<file path="config.mk">
export PLATFORM = sky130hd
export DESIGN_NAME = valu
export DESIGN_NICKNAME = d
export VERILOG_FILES = /design/src/rtl/valu_op_pkg.sv /design/src/rtl/valu_vec_pkg.sv /design/src/rtl/valu.sv /design/src/rtl/valu_commit.sv /design/src/rtl/valu_insn_queue.sv /design/src/rtl/valu_issue.sv /design/src/rtl/valu_result_queue.sv /design/src/rtl/valu_simd_alu.sv
export VERILOG_INCLUDE_DIRS = /design/src
export SDC_FILE = /design/constraint.sdc
export NUM_CORES = 1
export LEC_CHECK = 0
export BUFFER_PORTS_ARGS = -buffer_cell sky130_fd_sc_hd__buf_2
export CAP_MARGIN = 20
export CORE_ASPECT_RATIO = 1.25
export CORE_UTILIZATION = 40
export DETAILED_ROUTE_END_ITERATION = 12
export PLACE_DENSITY = 0.53
export SLEW_MARGIN = 20
export SYNTH_ARGS = -nofsm -noshare
export SYNTH_HDL_FRONTEND = slang
export SYNTH_SLANG_ARGS = --single-unit
export TNS_END_PERCENT = 10
</file>
<file path="constraint.sdc">
create_clock -name clk_i -period 24 [get_ports clk_i]
set_input_delay 4.8 -clock clk_i [delete_from_list [all_inputs] [get_ports clk_i]]
set_output_delay 4.8 -clock clk_i [all_outputs]
set_load 0.03 [all_outputs]
</file>
<file path="src/valu_settings.svh">
/*
 * Vector ALU lane sizing
 * Word width, queue depths, id space and register-file geometry
 */
`ifndef VALU_SETTINGS_SVH
`define VALU_SETTINGS_SVH

// Data word processed per cycle
`define VALU_ELEN 64
// Instructions held from accept until commit
`define VALU_INSN_DEPTH 4
// Words waiting for a register-file grant
`define VALU_RESULT_DEPTH 2
// Size of the instruction id space
`define VALU_NR_VINSN 8
// Words of one vector register held in this lane
`define VALU_VREG_WORDS 32

`endif
</file>
<file path="src/rtl/valu_op_pkg.sv">
/*
 * Operation types of the ALU lane
 * Opcode encoding, instruction ids and the done vector
 */
`include "valu_settings.svh"

package valu_op_pkg;

  // Integer operations supported by the lane
  typedef enum logic [2:0] {
    VADD = 3'd0,
    VSUB = 3'd1,
    VAND = 3'd2,
    VOR  = 3'd3,
    VXOR = 3'd4
  } valu_op_e;

  // Instruction id handed in by the sequencer
  typedef logic [$clog2(`VALU_NR_VINSN)-1:0] vid_t;

  // One bit per instruction id
  typedef logic [`VALU_NR_VINSN-1:0] vinsn_done_t;

endpackage

</file>
<file path="src/rtl/valu_vec_pkg.sv">
/*
 * Vector data types of the ALU lane
 * Data word, byte enables, element width, lengths and addresses
 */
`include "valu_settings.svh"

package valu_vec_pkg;

  // One data word and its byte enables
  typedef logic [`VALU_ELEN-1:0]   elen_t;
  typedef logic [`VALU_ELEN/8-1:0] strb_t;

  // Standard element width, encoded as log2 of the byte count
  typedef enum logic [1:0] {
    EW8  = 2'd0,
    EW16 = 2'd1,
    EW32 = 2'd2,
    EW64 = 2'd3
  } vew_e;

  // Element count, wide enough for a full register of bytes
  typedef logic [$clog2(`VALU_VREG_WORDS * `VALU_ELEN / 8):0] vlen_t;

  // Register number and lane word address
  typedef logic [4:0]                               vreg_t;
  typedef logic [$clog2(32 * `VALU_VREG_WORDS)-1:0] vaddr_t;

endpackage

</file>
<file path="src/rtl/valu.sv">
`timescale 1ns/1ps
/*
 * Single-lane vector integer ALU
 * Instruction queue, issue stage, result buffer and commit tracker
 */
module valu (
  input  logic                          clk_i,
  input  logic                          rst_ni,
  // Instruction
  input  valu_op_pkg::valu_op_e         op_i,
  input  valu_vec_pkg::vew_e            vsew_i,
  input  valu_vec_pkg::vlen_t           vl_i,
  input  valu_vec_pkg::vreg_t           vd_i,
  input  valu_op_pkg::vid_t             id_i,
  input  logic                          use_scalar_i,
  input  valu_vec_pkg::elen_t           scalar_i,
  input  logic                          insn_valid_i,
  output logic                          insn_ready_o,
  // Operands
  input  valu_vec_pkg::elen_t [1:0]     operand_i,
  input  logic                [1:0]     operand_valid_i,
  output logic                [1:0]     operand_ready_o,
  // Register-file write port
  output logic                          result_req_o,
  output valu_op_pkg::vid_t             result_id_o,
  output valu_vec_pkg::vaddr_t          result_addr_o,
  output valu_vec_pkg::elen_t           result_wdata_o,
  output valu_vec_pkg::strb_t           result_be_o,
  input  logic                          result_gnt_i,
  // Completion
  output valu_op_pkg::vinsn_done_t      done_o
);

  import valu_vec_pkg::*;
  import valu_op_pkg::*;

  // Issue head
  logic     issue_valid, issue_use_scalar, issue_pop;
  valu_op_e issue_op;
  vew_e     issue_vsew;
  vlen_t    issue_vl;
  vreg_t    issue_vd;
  vid_t     issue_id;
  elen_t    issue_scalar;
  // Commit head
  logic     commit_valid, commit_pop;
  vlen_t    commit_vl;
  vew_e     commit_vsew;
  vid_t     commit_id;
  // Issue to result queue
  logic     push, full, word_retired;
  vid_t     push_id;
  vaddr_t   push_addr;
  elen_t    push_wdata;
  strb_t    push_be;

  valu_insn_queue u_insn_queue (
    .clk_i, .rst_ni, .op_i, .vsew_i, .vl_i, .vd_i, .id_i,
    .use_scalar_i, .scalar_i, .insn_valid_i, .insn_ready_o,
    .issue_valid_o      (issue_valid),
    .issue_op_o         (issue_op),
    .issue_vsew_o       (issue_vsew),
    .issue_vl_o         (issue_vl),
    .issue_vd_o         (issue_vd),
    .issue_id_o         (issue_id),
    .issue_use_scalar_o (issue_use_scalar),
    .issue_scalar_o     (issue_scalar),
    .issue_pop_i        (issue_pop),
    .commit_valid_o     (commit_valid),
    .commit_vl_o        (commit_vl),
    .commit_vsew_o      (commit_vsew),
    .commit_id_o        (commit_id),
    .commit_pop_i       (commit_pop)
  );

  valu_issue u_issue (
    .clk_i, .rst_ni,
    .issue_valid_i      (issue_valid),
    .issue_op_i         (issue_op),
    .issue_vsew_i       (issue_vsew),
    .issue_vl_i         (issue_vl),
    .issue_vd_i         (issue_vd),
    .issue_id_i         (issue_id),
    .issue_use_scalar_i (issue_use_scalar),
    .issue_scalar_i     (issue_scalar),
    .issue_pop_o        (issue_pop),
    .operand_i, .operand_valid_i, .operand_ready_o,
    .full_i             (full),
    .push_o             (push),
    .push_id_o          (push_id),
    .push_addr_o        (push_addr),
    .push_wdata_o       (push_wdata),
    .push_be_o          (push_be)
  );

  valu_result_queue u_result_queue (
    .clk_i, .rst_ni,
    .push_i         (push),
    .push_id_i      (push_id),
    .push_addr_i    (push_addr),
    .push_wdata_i   (push_wdata),
    .push_be_i      (push_be),
    .full_o         (full),
    .result_req_o, .result_id_o, .result_addr_o, .result_wdata_o, .result_be_o,
    .result_gnt_i,
    .word_retired_o (word_retired)
  );

  valu_commit u_commit (
    .clk_i, .rst_ni,
    .word_retired_i (word_retired),
    .commit_valid_i (commit_valid),
    .commit_vl_i    (commit_vl),
    .commit_vsew_i  (commit_vsew),
    .commit_id_i    (commit_id),
    .commit_pop_o   (commit_pop),
    .done_o
  );

endmodule

</file>
<file path="src/rtl/valu_commit.sv">
`timescale 1ns/1ps
/*
 * Commit tracker of the ALU lane
 * Counts written elements and signals completion per instruction
 */
module valu_commit (
  input  logic                      clk_i,
  input  logic                      rst_ni,
  input  logic                      word_retired_i,
  // Commit head of the instruction queue
  input  logic                      commit_valid_i,
  input  valu_vec_pkg::vlen_t       commit_vl_i,
  input  valu_vec_pkg::vew_e        commit_vsew_i,
  input  valu_op_pkg::vid_t         commit_id_i,
  output logic                      commit_pop_o,
  output valu_op_pkg::vinsn_done_t  done_o
);

  import valu_vec_pkg::*;
  import valu_op_pkg::*;

  vlen_t committed_q;
  vlen_t committed_next;

  // A full word of elements, the last one may be partial
  assign committed_next = committed_q + (vlen_t'(4'd8) >> commit_vsew_i);

  // Last word granted this cycle
  assign commit_pop_o = word_retired_i && commit_valid_i && (committed_next >= commit_vl_i);
  assign done_o       = commit_pop_o ? vinsn_done_t'(1) << commit_id_i : '0;

  always_ff @(posedge clk_i or negedge rst_ni) begin
    if (!rst_ni) begin
      committed_q <= '0;
    end else if (word_retired_i) begin
      committed_q <= commit_pop_o ? '0 : committed_next;
    end
  end

  // Every word written belongs to an instruction still held in the queue
  a_retire_has_insn: assert property (@(posedge clk_i) disable iff (!rst_ni)
    word_retired_i |-> commit_valid_i);

endmodule

</file>
<file path="src/rtl/valu_insn_queue.sv">
`timescale 1ns/1ps
/*
 * Instruction store of the ALU lane
 * Holds accepted instructions and exposes an issue head and a commit head
 */
`include "valu_settings.svh"

module valu_insn_queue (
  input  logic                     clk_i,
  input  logic                     rst_ni,
  // New instruction
  input  valu_op_pkg::valu_op_e    op_i,
  input  valu_vec_pkg::vew_e       vsew_i,
  input  valu_vec_pkg::vlen_t      vl_i,
  input  valu_vec_pkg::vreg_t      vd_i,
  input  valu_op_pkg::vid_t        id_i,
  input  logic                     use_scalar_i,
  input  valu_vec_pkg::elen_t      scalar_i,
  input  logic                     insn_valid_i,
  output logic                     insn_ready_o,
  // Issue head
  output logic                     issue_valid_o,
  output valu_op_pkg::valu_op_e    issue_op_o,
  output valu_vec_pkg::vew_e       issue_vsew_o,
  output valu_vec_pkg::vlen_t      issue_vl_o,
  output valu_vec_pkg::vreg_t      issue_vd_o,
  output valu_op_pkg::vid_t        issue_id_o,
  output logic                     issue_use_scalar_o,
  output valu_vec_pkg::elen_t      issue_scalar_o,
  input  logic                     issue_pop_i,
  // Commit head
  output logic                     commit_valid_o,
  output valu_vec_pkg::vlen_t      commit_vl_o,
  output valu_vec_pkg::vew_e       commit_vsew_o,
  output valu_op_pkg::vid_t        commit_id_o,
  input  logic                     commit_pop_i
);

  import valu_vec_pkg::*;
  import valu_op_pkg::*;

  localparam int unsigned Depth = `VALU_INSN_DEPTH;
  localparam int unsigned PntW  = $clog2(Depth);

  // Instruction fields, one array each
  valu_op_e op_q         [Depth];
  vew_e     vsew_q       [Depth];
  vlen_t    vl_q         [Depth];
  vreg_t    vd_q         [Depth];
  vid_t     id_q         [Depth];
  logic     use_scalar_q [Depth];
  elen_t    scalar_q     [Depth];

  // Pointers wrap over the power-of-two depth
  logic [PntW-1:0] accept_pnt_q, issue_pnt_q, commit_pnt_q;
  // Instructions still to issue, and still to commit
  logic [PntW:0]   issue_cnt_q, commit_cnt_q;
  logic            accept;

  // An instruction holds its slot until its last word commits
  assign insn_ready_o = (commit_cnt_q != (PntW+1)'(Depth));
  assign accept       = insn_valid_i && insn_ready_o;

  always_ff @(posedge clk_i) begin
    if (accept) begin
      op_q[accept_pnt_q]         <= op_i;
      vsew_q[accept_pnt_q]       <= vsew_i;
      vl_q[accept_pnt_q]         <= vl_i;
      vd_q[accept_pnt_q]         <= vd_i;
      id_q[accept_pnt_q]         <= id_i;
      use_scalar_q[accept_pnt_q] <= use_scalar_i;
      scalar_q[accept_pnt_q]     <= scalar_i;
    end
  end

  always_ff @(posedge clk_i or negedge rst_ni) begin
    if (!rst_ni) begin
      accept_pnt_q <= '0;
      issue_pnt_q  <= '0;
      commit_pnt_q <= '0;
      issue_cnt_q  <= '0;
      commit_cnt_q <= '0;
    end else begin
      if (accept) begin
        accept_pnt_q <= accept_pnt_q + 1'b1;
      end
      if (issue_pop_i) begin
        issue_pnt_q <= issue_pnt_q + 1'b1;
      end
      if (commit_pop_i) begin
        commit_pnt_q <= commit_pnt_q + 1'b1;
      end
      issue_cnt_q  <= issue_cnt_q + (PntW+1)'(accept) - (PntW+1)'(issue_pop_i);
      commit_cnt_q <= commit_cnt_q + (PntW+1)'(accept) - (PntW+1)'(commit_pop_i);
    end
  end

  // Issue head
  assign issue_valid_o      = (issue_cnt_q != '0);
  assign issue_op_o         = op_q[issue_pnt_q];
  assign issue_vsew_o       = vsew_q[issue_pnt_q];
  assign issue_vl_o         = vl_q[issue_pnt_q];
  assign issue_vd_o         = vd_q[issue_pnt_q];
  assign issue_id_o         = id_q[issue_pnt_q];
  assign issue_use_scalar_o = use_scalar_q[issue_pnt_q];
  assign issue_scalar_o     = scalar_q[issue_pnt_q];

  // Commit head
  assign commit_valid_o = (commit_cnt_q != '0);
  assign commit_vl_o    = vl_q[commit_pnt_q];
  assign commit_vsew_o  = vsew_q[commit_pnt_q];
  assign commit_id_o    = id_q[commit_pnt_q];

  // Issue and commit only ever retire an instruction that is present
  a_issue_pop_valid: assert property (@(posedge clk_i) disable iff (!rst_ni)
    issue_pop_i |-> issue_valid_o);
  a_commit_pop_valid: assert property (@(posedge clk_i) disable iff (!rst_ni)
    commit_pop_i |-> commit_valid_o);

endmodule

</file>
<file path="src/rtl/valu_issue.sv">
`timescale 1ns/1ps
/*
 * Word issue stage of the ALU lane
 * Walks the issue-head instruction one word at a time and pushes results
 */
`include "valu_settings.svh"

module valu_issue (
  input  logic                         clk_i,
  input  logic                         rst_ni,
  // Issue head of the instruction queue
  input  logic                         issue_valid_i,
  input  valu_op_pkg::valu_op_e        issue_op_i,
  input  valu_vec_pkg::vew_e           issue_vsew_i,
  input  valu_vec_pkg::vlen_t          issue_vl_i,
  input  valu_vec_pkg::vreg_t          issue_vd_i,
  input  valu_op_pkg::vid_t            issue_id_i,
  input  logic                         issue_use_scalar_i,
  input  valu_vec_pkg::elen_t          issue_scalar_i,
  output logic                         issue_pop_o,
  // Operand queues
  input  valu_vec_pkg::elen_t [1:0]    operand_i,
  input  logic                [1:0]    operand_valid_i,
  output logic                [1:0]    operand_ready_o,
  // Result queue
  input  logic                         full_i,
  output logic                         push_o,
  output valu_op_pkg::vid_t            push_id_o,
  output valu_vec_pkg::vaddr_t         push_addr_o,
  output valu_vec_pkg::elen_t          push_wdata_o,
  output valu_vec_pkg::strb_t          push_be_o
);

  import valu_vec_pkg::*;
  import valu_op_pkg::*;

  // Elements of the current instruction issued so far
  vlen_t      issued_q;
  vlen_t      remaining;
  logic [3:0] elem_per_word;
  logic [3:0] elem_cnt;
  logic [3:0] nbytes;
  logic       operands_ok;
  logic       last_word;
  elen_t      scalar_rep;
  elen_t      alu_a;

  // 8 >> log2(bytes) gives elements per word
  assign elem_per_word = 4'd8 >> issue_vsew_i;
  assign remaining     = issue_vl_i - issued_q;
  // Partial last word
  assign elem_cnt      = (remaining < vlen_t'(elem_per_word)) ? remaining[3:0] : elem_per_word;
  assign nbytes        = elem_cnt << issue_vsew_i;

  // Slot 1 always needed, slot 0 only for vector-vector forms
  assign operands_ok = operand_valid_i[1] && (issue_use_scalar_i || operand_valid_i[0]);
  assign push_o      = issue_valid_i && !full_i && operands_ok;
  assign last_word   = (issued_q + vlen_t'(elem_cnt)) >= issue_vl_i;
  assign issue_pop_o = push_o && last_word;

  // Operands are consumed in the cycle the word issues
  assign operand_ready_o = push_o ? {1'b1, !issue_use_scalar_i} : 2'b00;

  always_ff @(posedge clk_i or negedge rst_ni) begin
    if (!rst_ni) begin
      issued_q <= '0;
    end else if (push_o) begin
      // Restart at zero for the next instruction
      issued_q <= last_word ? '0 : issued_q + vlen_t'(elem_cnt);
    end
  end

  // Replicate the low SEW bits of the scalar over the word
  always_comb begin
    case (issue_vsew_i)
      EW8:     scalar_rep = {8{issue_scalar_i[7:0]}};
      EW16:    scalar_rep = {4{issue_scalar_i[15:0]}};
      EW32:    scalar_rep = {2{issue_scalar_i[31:0]}};
      default: scalar_rep = issue_scalar_i;
    endcase
  end

  assign alu_a = issue_use_scalar_i ? scalar_rep : operand_i[0];

  valu_simd_alu u_simd_alu (
    .a_i      (alu_a),
    .b_i      (operand_i[1]),
    .op_i     (issue_op_i),
    .vsew_i   (issue_vsew_i),
    .result_o (push_wdata_o)
  );

  assign push_id_o = issue_id_i;

  // Register base plus the index of this word inside the register
  assign push_addr_o = vaddr_t'(issue_vd_i) * vaddr_t'(`VALU_VREG_WORDS)
                     + vaddr_t'(issued_q >> (2'd3 - issue_vsew_i));

  // Low bytes cover the elements of this word
  always_comb begin
    for (int i = 0; i < $bits(strb_t); i++) begin
      push_be_o[i] = (i < nbytes);
    end
  end

endmodule

</file>
<file path="src/rtl/valu_result_queue.sv">
`timescale 1ns/1ps
/*
 * Result buffer of the ALU lane
 * Two-entry FIFO whose head drives the register-file write request
 */
`include "valu_settings.svh"

module valu_result_queue (
  input  logic                  clk_i,
  input  logic                  rst_ni,
  // Write side from the issue stage
  input  logic                  push_i,
  input  valu_op_pkg::vid_t     push_id_i,
  input  valu_vec_pkg::vaddr_t  push_addr_i,
  input  valu_vec_pkg::elen_t   push_wdata_i,
  input  valu_vec_pkg::strb_t   push_be_i,
  output logic                  full_o,
  // Register-file write port
  output logic                  result_req_o,
  output valu_op_pkg::vid_t     result_id_o,
  output valu_vec_pkg::vaddr_t  result_addr_o,
  output valu_vec_pkg::elen_t   result_wdata_o,
  output valu_vec_pkg::strb_t   result_be_o,
  input  logic                  result_gnt_i,
  // One pulse per word written
  output logic                  word_retired_o
);

  import valu_vec_pkg::*;
  import valu_op_pkg::*;

  localparam int unsigned Depth = `VALU_RESULT_DEPTH;
  localparam int unsigned PntW  = $clog2(Depth);

  // Payload storage
  vid_t   id_q    [Depth];
  vaddr_t addr_q  [Depth];
  elen_t  wdata_q [Depth];
  strb_t  be_q    [Depth];

  logic [PntW-1:0] wr_pnt_q, rd_pnt_q;
  logic [PntW:0]   cnt_q;
  logic            pop;

  assign full_o       = (cnt_q == (PntW+1)'(Depth));
  assign result_req_o = (cnt_q != '0);
  // Head leaves in the grant cycle
  assign pop            = result_req_o && result_gnt_i;
  assign word_retired_o = pop;

  assign result_id_o    = id_q[rd_pnt_q];
  assign result_addr_o  = addr_q[rd_pnt_q];
  assign result_wdata_o = wdata_q[rd_pnt_q];
  assign result_be_o    = be_q[rd_pnt_q];

  always_ff @(posedge clk_i) begin
    if (push_i) begin
      id_q[wr_pnt_q]    <= push_id_i;
      addr_q[wr_pnt_q]  <= push_addr_i;
      wdata_q[wr_pnt_q] <= push_wdata_i;
      be_q[wr_pnt_q]    <= push_be_i;
    end
  end

  always_ff @(posedge clk_i or negedge rst_ni) begin
    if (!rst_ni) begin
      wr_pnt_q <= '0;
      rd_pnt_q <= '0;
      cnt_q    <= '0;
    end else begin
      if (push_i) begin
        wr_pnt_q <= wr_pnt_q + 1'b1;
      end
      if (pop) begin
        rd_pnt_q <= rd_pnt_q + 1'b1;
      end
      // Push and pop may coincide
      cnt_q <= cnt_q + (PntW+1)'(push_i) - (PntW+1)'(pop);
    end
  end

  // Issue stage honours the full flag
  a_no_push_full: assert property (@(posedge clk_i) disable iff (!rst_ni)
    push_i |-> !full_o);

  // A pending request holds its payload until granted
  a_req_stable: assert property (@(posedge clk_i) disable iff (!rst_ni)
    result_req_o && !result_gnt_i |=> result_req_o && $stable(result_id_o)
      && $stable(result_addr_o) && $stable(result_wdata_o) && $stable(result_be_o));

endmodule

</file>
<file path="src/rtl/valu_simd_alu.sv">
`timescale 1ns/1ps
/*
 * SIMD integer datapath of the ALU lane
 * Element-wise add and subtract plus bitwise logic on one word
 */
module valu_simd_alu (
  input  valu_vec_pkg::elen_t   a_i,
  input  valu_vec_pkg::elen_t   b_i,
  input  valu_op_pkg::valu_op_e op_i,
  input  valu_vec_pkg::vew_e    vsew_i,
  output valu_vec_pkg::elen_t   result_o
);

  import valu_vec_pkg::*;
  import valu_op_pkg::*;

  logic sub;

  // Subtract is b minus a, as vs2 minus vs1
  assign sub = (op_i == VSUB);

  always_comb begin
    result_o = '0;
    case (op_i)
      VAND: result_o = a_i & b_i;
      VOR:  result_o = a_i | b_i;
      VXOR: result_o = a_i ^ b_i;
      VADD, VSUB: begin
        // Separate adders per element, so no carry crosses a boundary
        case (vsew_i)
          EW8: begin
            for (int i = 0; i < 8; i++) begin
              result_o[8*i +: 8] = sub ? b_i[8*i +: 8] - a_i[8*i +: 8]
                                       : b_i[8*i +: 8] + a_i[8*i +: 8];
            end
          end
          EW16: begin
            for (int i = 0; i < 4; i++) begin
              result_o[16*i +: 16] = sub ? b_i[16*i +: 16] - a_i[16*i +: 16]
                                         : b_i[16*i +: 16] + a_i[16*i +: 16];
            end
          end
          EW32: begin
            for (int i = 0; i < 2; i++) begin
              result_o[32*i +: 32] = sub ? b_i[32*i +: 32] - a_i[32*i +: 32]
                                         : b_i[32*i +: 32] + a_i[32*i +: 32];
            end
          end
          default: result_o = sub ? b_i - a_i : b_i + a_i;
        endcase
      end
      default: result_o = '0;
    endcase
  end

endmodule

</file>
### Word-level counts from Yosys, hierarchy flattened

Memory sizes are Yosys's and may differ from the RTL's.
Cells that the tools add are included.
Widths: inputs -> output; s select.

* bits in registers: 34
* bits in latches: 0
* memory bits (writable): 518
* bits in read-only memories: 0
* input port bits: 221
* output and inout bits: 97
* memories: 11

Memory list
* u_insn_queue.scalar_q: depth 4, width 64, read ports 1, clocked after memory_dff 0, wr ports 1, RTL line valu_insn_queue.sv:52 `elen_t scalar_q [Depth];`
* u_result_queue.wdata_q: depth 2, width 64, read ports 1, clocked after memory_dff 0, wr ports 1, RTL line valu_result_queue.sv:38 `elen_t wdata_q [Depth];`
* u_insn_queue.vl_q: depth 4, width 9, read ports 2, clocked after memory_dff 0, wr ports 1, RTL line valu_insn_queue.sv:48 `vlen_t vl_q [Depth];`
* u_insn_queue.vd_q: depth 4, width 5, read ports 1, clocked after memory_dff 0, wr ports 1, RTL line valu_insn_queue.sv:49 `vreg_t vd_q [Depth];`
* u_result_queue.addr_q: depth 2, width 10, read ports 1, clocked after memory_dff 0, wr ports 1, RTL line valu_result_queue.sv:37 `vaddr_t addr_q [Depth];`
* u_result_queue.be_q: depth 2, width 8, read ports 1, clocked after memory_dff 0, wr ports 1, RTL line valu_result_queue.sv:39 `strb_t be_q [Depth];`
* +5 memories

* $add $sub $neg: 46
* multiply operators: 0
* divide/modulo/power cells: 0
* order comparisons: 11
* equal/unequal tests: 8
* shift-type cells: 5
* muxes and demuxes: 28
* bitwise gates (word level): 3
* reductions and logical operators: 17

Operators with widths (count)
* $pmux 64 s3: 2
* $pmux 64 s4: 1
* $mux 64: 2
* $mux 8: 9
* $add 16x16->16: 4
* $add 32x32->32: 2
* $add 64x64->64: 1
* $add 8x8->8: 8
* $and 64x64->64: 1
* $mux 16: 4
* $mux 32: 2
* $or 64x64->64: 1
* $sub 16x16->16: 4
* $sub 32x32->32: 2
* $sub 64x64->64: 1
* $sub 8x8->8: 8
* $xor 64x64->64: 1
* $ge 9x9->1: 2
* $mux 9: 2
* $lt 3x4->1 const A: 4
* $add 10x10->10: 1
* $shr 9x2->10: 1
* $add 9x4->9: 1
* $add 9x9->9: 1
* other kinds (32): 53

### Depth between registers and ports, before layout

An unclocked memory read counts as a cell.

* word-level depth: 8
* gate-level depth with buffers: 44
* gate-level depth less buffers: 36

### By module

A second synthesis with hierarchy kept.

* cell total of the unflattened synthesis: 3696
* area total of the unflattened synthesis: 39545.4 sq um

Modules (own cells, without submodules)
* valu_simd_alu: times used 1, cells an instance 2233, area an instance 15064.4 sq um, seq. area each 0.0 sq um
* valu_insn_queue: times used 1, cells an instance 534, area an instance 13581.8 sq um, seq. area each 10750.3 sq um
* valu_result_queue: times used 1, cells an instance 282, area an instance 6538.8 sq um, seq. area each 5205.0 sq um
* valu_issue: times used 1, cells an instance 536, area an instance 3433.3 sq um, seq. area each 225.2 sq um
* valu_commit: times used 1, cells an instance 111, area an instance 927.1 sq um, seq. area each 225.2 sq um

### Worst setup path after synthesis

Ideal clock, no wire load.

* path kind: input to output
* start: in result_gnt_i
* end: out done_o[4]
* arrival: 6.158 ns
* path slack: 13.042 ns
* stages on the path: 4
* path buffers: 0
* path through: nand2_1 -> nor3_1 -> nand2_1 -> nor3_1

* cells in the longest elaborated chain, start to end: 4

Ends and longest elaborated chain
* start, declared: RTL line valu.sv:29 `input logic result_gnt_i,`
* $logic_and 1x1->1: RTL line valu_result_queue.sv:48 `assign pop = result_req_o && result_gnt_i;`
* $logic_and 1x1->1 (2 in series): RTL line valu_commit.sv:29 `assign commit_pop_o = word_retired_i && commit_valid_i && (committed_next >= commit_vl_i);`
* $mux 8: RTL line valu_commit.sv:30 `assign done_o = commit_pop_o ? vinsn_done_t'(1) << commit_id_i : '0;`
* end, declared: RTL line valu.sv:31 `output valu_op_pkg::vinsn_done_t done_o`

No other way between the ends.

### Worst setup path in the final report

* start: in operand_valid_i[0]
* end: out operand_ready_o[1]

* cells in the longest elaborated chain, start to end: 4

Ends and longest elaborated chain
* start, declared: RTL line valu.sv:21 `input logic [1:0] operand_valid_i,`
* $logic_or 1x1->1: RTL line valu_issue.sv:56 `assign operands_ok = operand_valid_i[1] && (issue_use_scalar_i || operand_valid_i[0]);`
* $logic_and 1x1->1: RTL line valu_issue.sv:56
* $logic_and 1x1->1: RTL line valu_issue.sv:57 `assign push_o = issue_valid_i && !full_i && operands_ok;`
* $mux 2: RTL line valu_issue.sv:62 `assign operand_ready_o = push_o ? {1'b1, !issue_use_scalar_i} : 2'b00;`
* end, declared: RTL line valu.sv:22 `output logic [1:0] operand_ready_o,`

No other way between the ends.

==> flow_metrics.env <==
export IMPL_numClockSinks=552
export IMPL_grt_antenna_before_repair=38
export IMPL_dpl_cell_area_sq_um=41400
export IMPL_port_buffers=317
export IMPL_cts_made_buffers=58
export IMPL_vias_per_cell=5.75
export IMPL_synth_top_cell_area_share=0.403
export IMPL_tns_ns=0
export IMPL_grt_pass1_vias=28700
export IMPL_avgSynthCellArea_sq_um=11.2
export IMPL_reg2reg_slack_ns=14.49
export IMPL_dp_hpwl_mm=97.4
export IMPL_ioPinCount=318
export IMPL_grt_overflow=0
export IMPL_rsz0062_at_grt="no"
export IMPL_cts_hold_buf=0
export IMPL_final_area_sq_um=43200
export IMPL_drt_iter0_drc=2250
export IMPL_fin_crit_ns=11.22
export IMPL_worstHoldEndpoint="u_commit.committed_q[3]"
export IMPL_clock_latency_ns=0.67
export IMPL_grt_pass1_wl_mm=189
export IMPL_worstPathCellList="buf_2 > o21ai_1 > inv_1 > buf_2"
export IMPL_timing_rr_start="u_insn_queue.issue_pnt_q[0]"
export IMPL_rows=127
export IMPL_clock_skew_ns=0.0355
export IMPL_async_flop_share=0.0616
export IMPL_drc=0
export IMPL_vias=29000
export IMPL_fmax_mhz=89.1
export IMPL_hold_viol=0
export IMPL_path_buf_inv=3
export IMPL_root_buffer="clkbuf_16"
export IMPL_cts_buffer_depth=3
export IMPL_crit_path_top_delay_cell="o21ai_1"
export IMPL_maxCapViolations=0
export IMPL_worstHoldPathType="reg -> reg"
export IMPL_tightest_slew_ns=1.06
export IMPL_cp_required_ns=19.20
export IMPL_arrival_ns=6.42
export IMPL_slowest_delay_ns=0.72
export IMPL_post_cts_resized=0
export IMPL_finalMaxSlewViolations=0
export IMPL_ys_warn_count=0
export IMPL_synth_edf_count=518
export IMPL_clk_pin_slew_ns=0.06
export IMPL_postCtsSetupBuffers=0
export IMPL_cp_end_kind="output pin"
export IMPL_wl_mm=130
export IMPL_first_pass_iters=5
export IMPL_cts_max_level=2
export IMPL_die_x_um=280
export IMPL_fin_nets=4278
export IMPL_drt_wirelength_per_cell_um=25.7
export IMPL_min_from="u_commit.committed_q[3]"
export IMPL_ys_seq_elements=552
export IMPL_synth_cell_type_count=103
export IMPL_crit_start="operand_valid_i[0]"
export IMPL_r2r_cells=24
export IMPL_core_area_sq_um=95700
export IMPL_gp_congestion=0.999
export IMPL_die_h_um=349
export IMPL_cts_tree="done"
export IMPL_crit_family="buffers and inverters"
export IMPL_seq_area_sq_um=16400
export IMPL_syn_nets=4017
export IMPL_slew_headroom=0.297
export IMPL_cp_common_cell="buf_2"
export IMPL_setup_viol=0
export IMPL_nFillCells=9107
export IMPL_syn_cell_area_sq_um=38600
export IMPL_ys_top_cells_by_area="edfxtp_1, ha_1, mux4_2, xnor2_1, mux2_2"
export IMPL_layout_common_cells="edfxtp_1, ha_1, buf_2, xnor2_1, inv_1"
export IMPL_grt_total_usage=0.262
export IMPL_synth_cells=3441
export IMPL_crit_fanout=16
export IMPL_grt_max_degree=69
export IMPL_mostFrequentLayoutCell="edfxtp_1"
export IMPL_ys_flop_type="edfxtp_1"
export IMPL_postRouteAntennaNets=0
export IMPL_initial_core_util=0.403
export IMPL_multi_input_area_sq_um=20600
export IMPL_finalCritPeriodShare=0.468
export IMPL_regToRegEndpoint="u_result_queue.wdata_q[0][62]"
export IMPL_die_area_sq_um=97700
export IMPL_outcome="finished clean"
export IMPL_final_layout_size_suffix_gt1_frac=0.194
export IMPL_synth_seq_area_share=0.425
export IMPL_hold_depth=2
export IMPL_area_growth_pct=12.1
export IMPL_path_class="in -> out"
export IMPL_yosysTopAreaCell="edfxtp_1"
export IMPL_cp_start_kind="input pin"
## layout make-up
type / count / share of cell area
inverter: 231 / 0.0201
sequential: 552 / 0.380
antenna: 8 / 0.000463
clock buffer: 70 / 0.0346
clock inverter: 38 / 0.00801
multi-input combinational: 2499 / 0.475
tap: 1290 / 0.0373
timing repair buffer: 360 / 0.0444
## sequential cells by signal (all words and copies together) (netlist names)
signal and count:
u_result_queue.rd_pnt_q 1, u_insn_queue.issue_pnt_q 2, u_insn_queue.issue_cnt_q 3, u_insn_queue.commit_pnt_q 2
u_commit.committed_q 9, u_insn_queue.accept_pnt_q 2, u_result_queue.addr_q 20, u_insn_queue.use_scalar_q 4
u_result_queue.wr_pnt_q 1, u_insn_queue.commit_cnt_q 3, u_issue.issued_q 9, u_result_queue.cnt_q 2
u_insn_queue.vd_q 20, u_insn_queue.op_q 12, u_insn_queue.id_q 12, u_insn_queue.vsew_q 8
u_result_queue.id_q 6, u_insn_queue.scalar_q 256, u_result_queue.be_q 16, u_result_queue.wdata_q 128
u_insn_queue.vl_q 36
## stage by stage
step	cells	setup slack [ns]	hold slack (ns)	util
after floorplan	3441	13.04	0.455	-
after global placement	4932	12.85	0.479	0.433
after detailed placement	4932	12.82	0.482	0.433
after CTS	5040	12.82	0.496	0.452
after global routing	5043	12.66	0.526	0.452
final	5048	12.78	0.497	0.452
## worst max path at each step
stage	endpoint	slack [ns]	depth (start not counted)
2_1_floorplan	done_o[4]	13.04	4
3_3_place_gp	operand_ready_o[1]	12.85	4
3_5_place_dp	operand_ready_o[1]	12.82	4
4_1_cts	operand_ready_o[1]	12.82	4
5_1_grt	operand_ready_o[1]	12.66	4
6_report	operand_ready_o[1]	12.78	4
## routing by layer
metal,routed length [um],vias up,track usage
li1,-,13400,-
met5,233,-,0
met4,4660,36,0.0920
met1,53900,14400,0.334
met3,8160,251,0.0461
met2,62800,971,0.446
## cells by family after synthesis
family,synth area share
AO/OA/AOI/OAI,0.148
AND/OR/NAND/NOR,0.0952
flip-flops,0.425
buffers and inverters,0.0433
adder cells (fa/ha/maj),0.118
XOR/XNOR,0.0690
multiplexers,0.101
## tightest hold or removal path, delay by kind of cell, from the launching register on
kind            cells  cell delay (ns)
compound gates      1             0.06
simple gates        1             0.05
flops               1             0.35
## synthesized netlist by cell type (37+ instances only)
master    number
a21oi_1      215
xor2_1        57
o221ai_1      46
nand2_1      207
nor2b_1       44
xnor2_1      247
o21ai_0      162
nor2_1       221
nor3_1        38
clkbuf_1      80
a22oi_1       56
ha_1         341
a31oi_1       37
a21o_1        87
inv_1        227
edfxtp_1     518
nand3_1       40
mux2_2       103
mux4_2        98
Power is not shown: default switching activity piles up to over one toggle a cycle in this logic, so the estimate is an artifact.
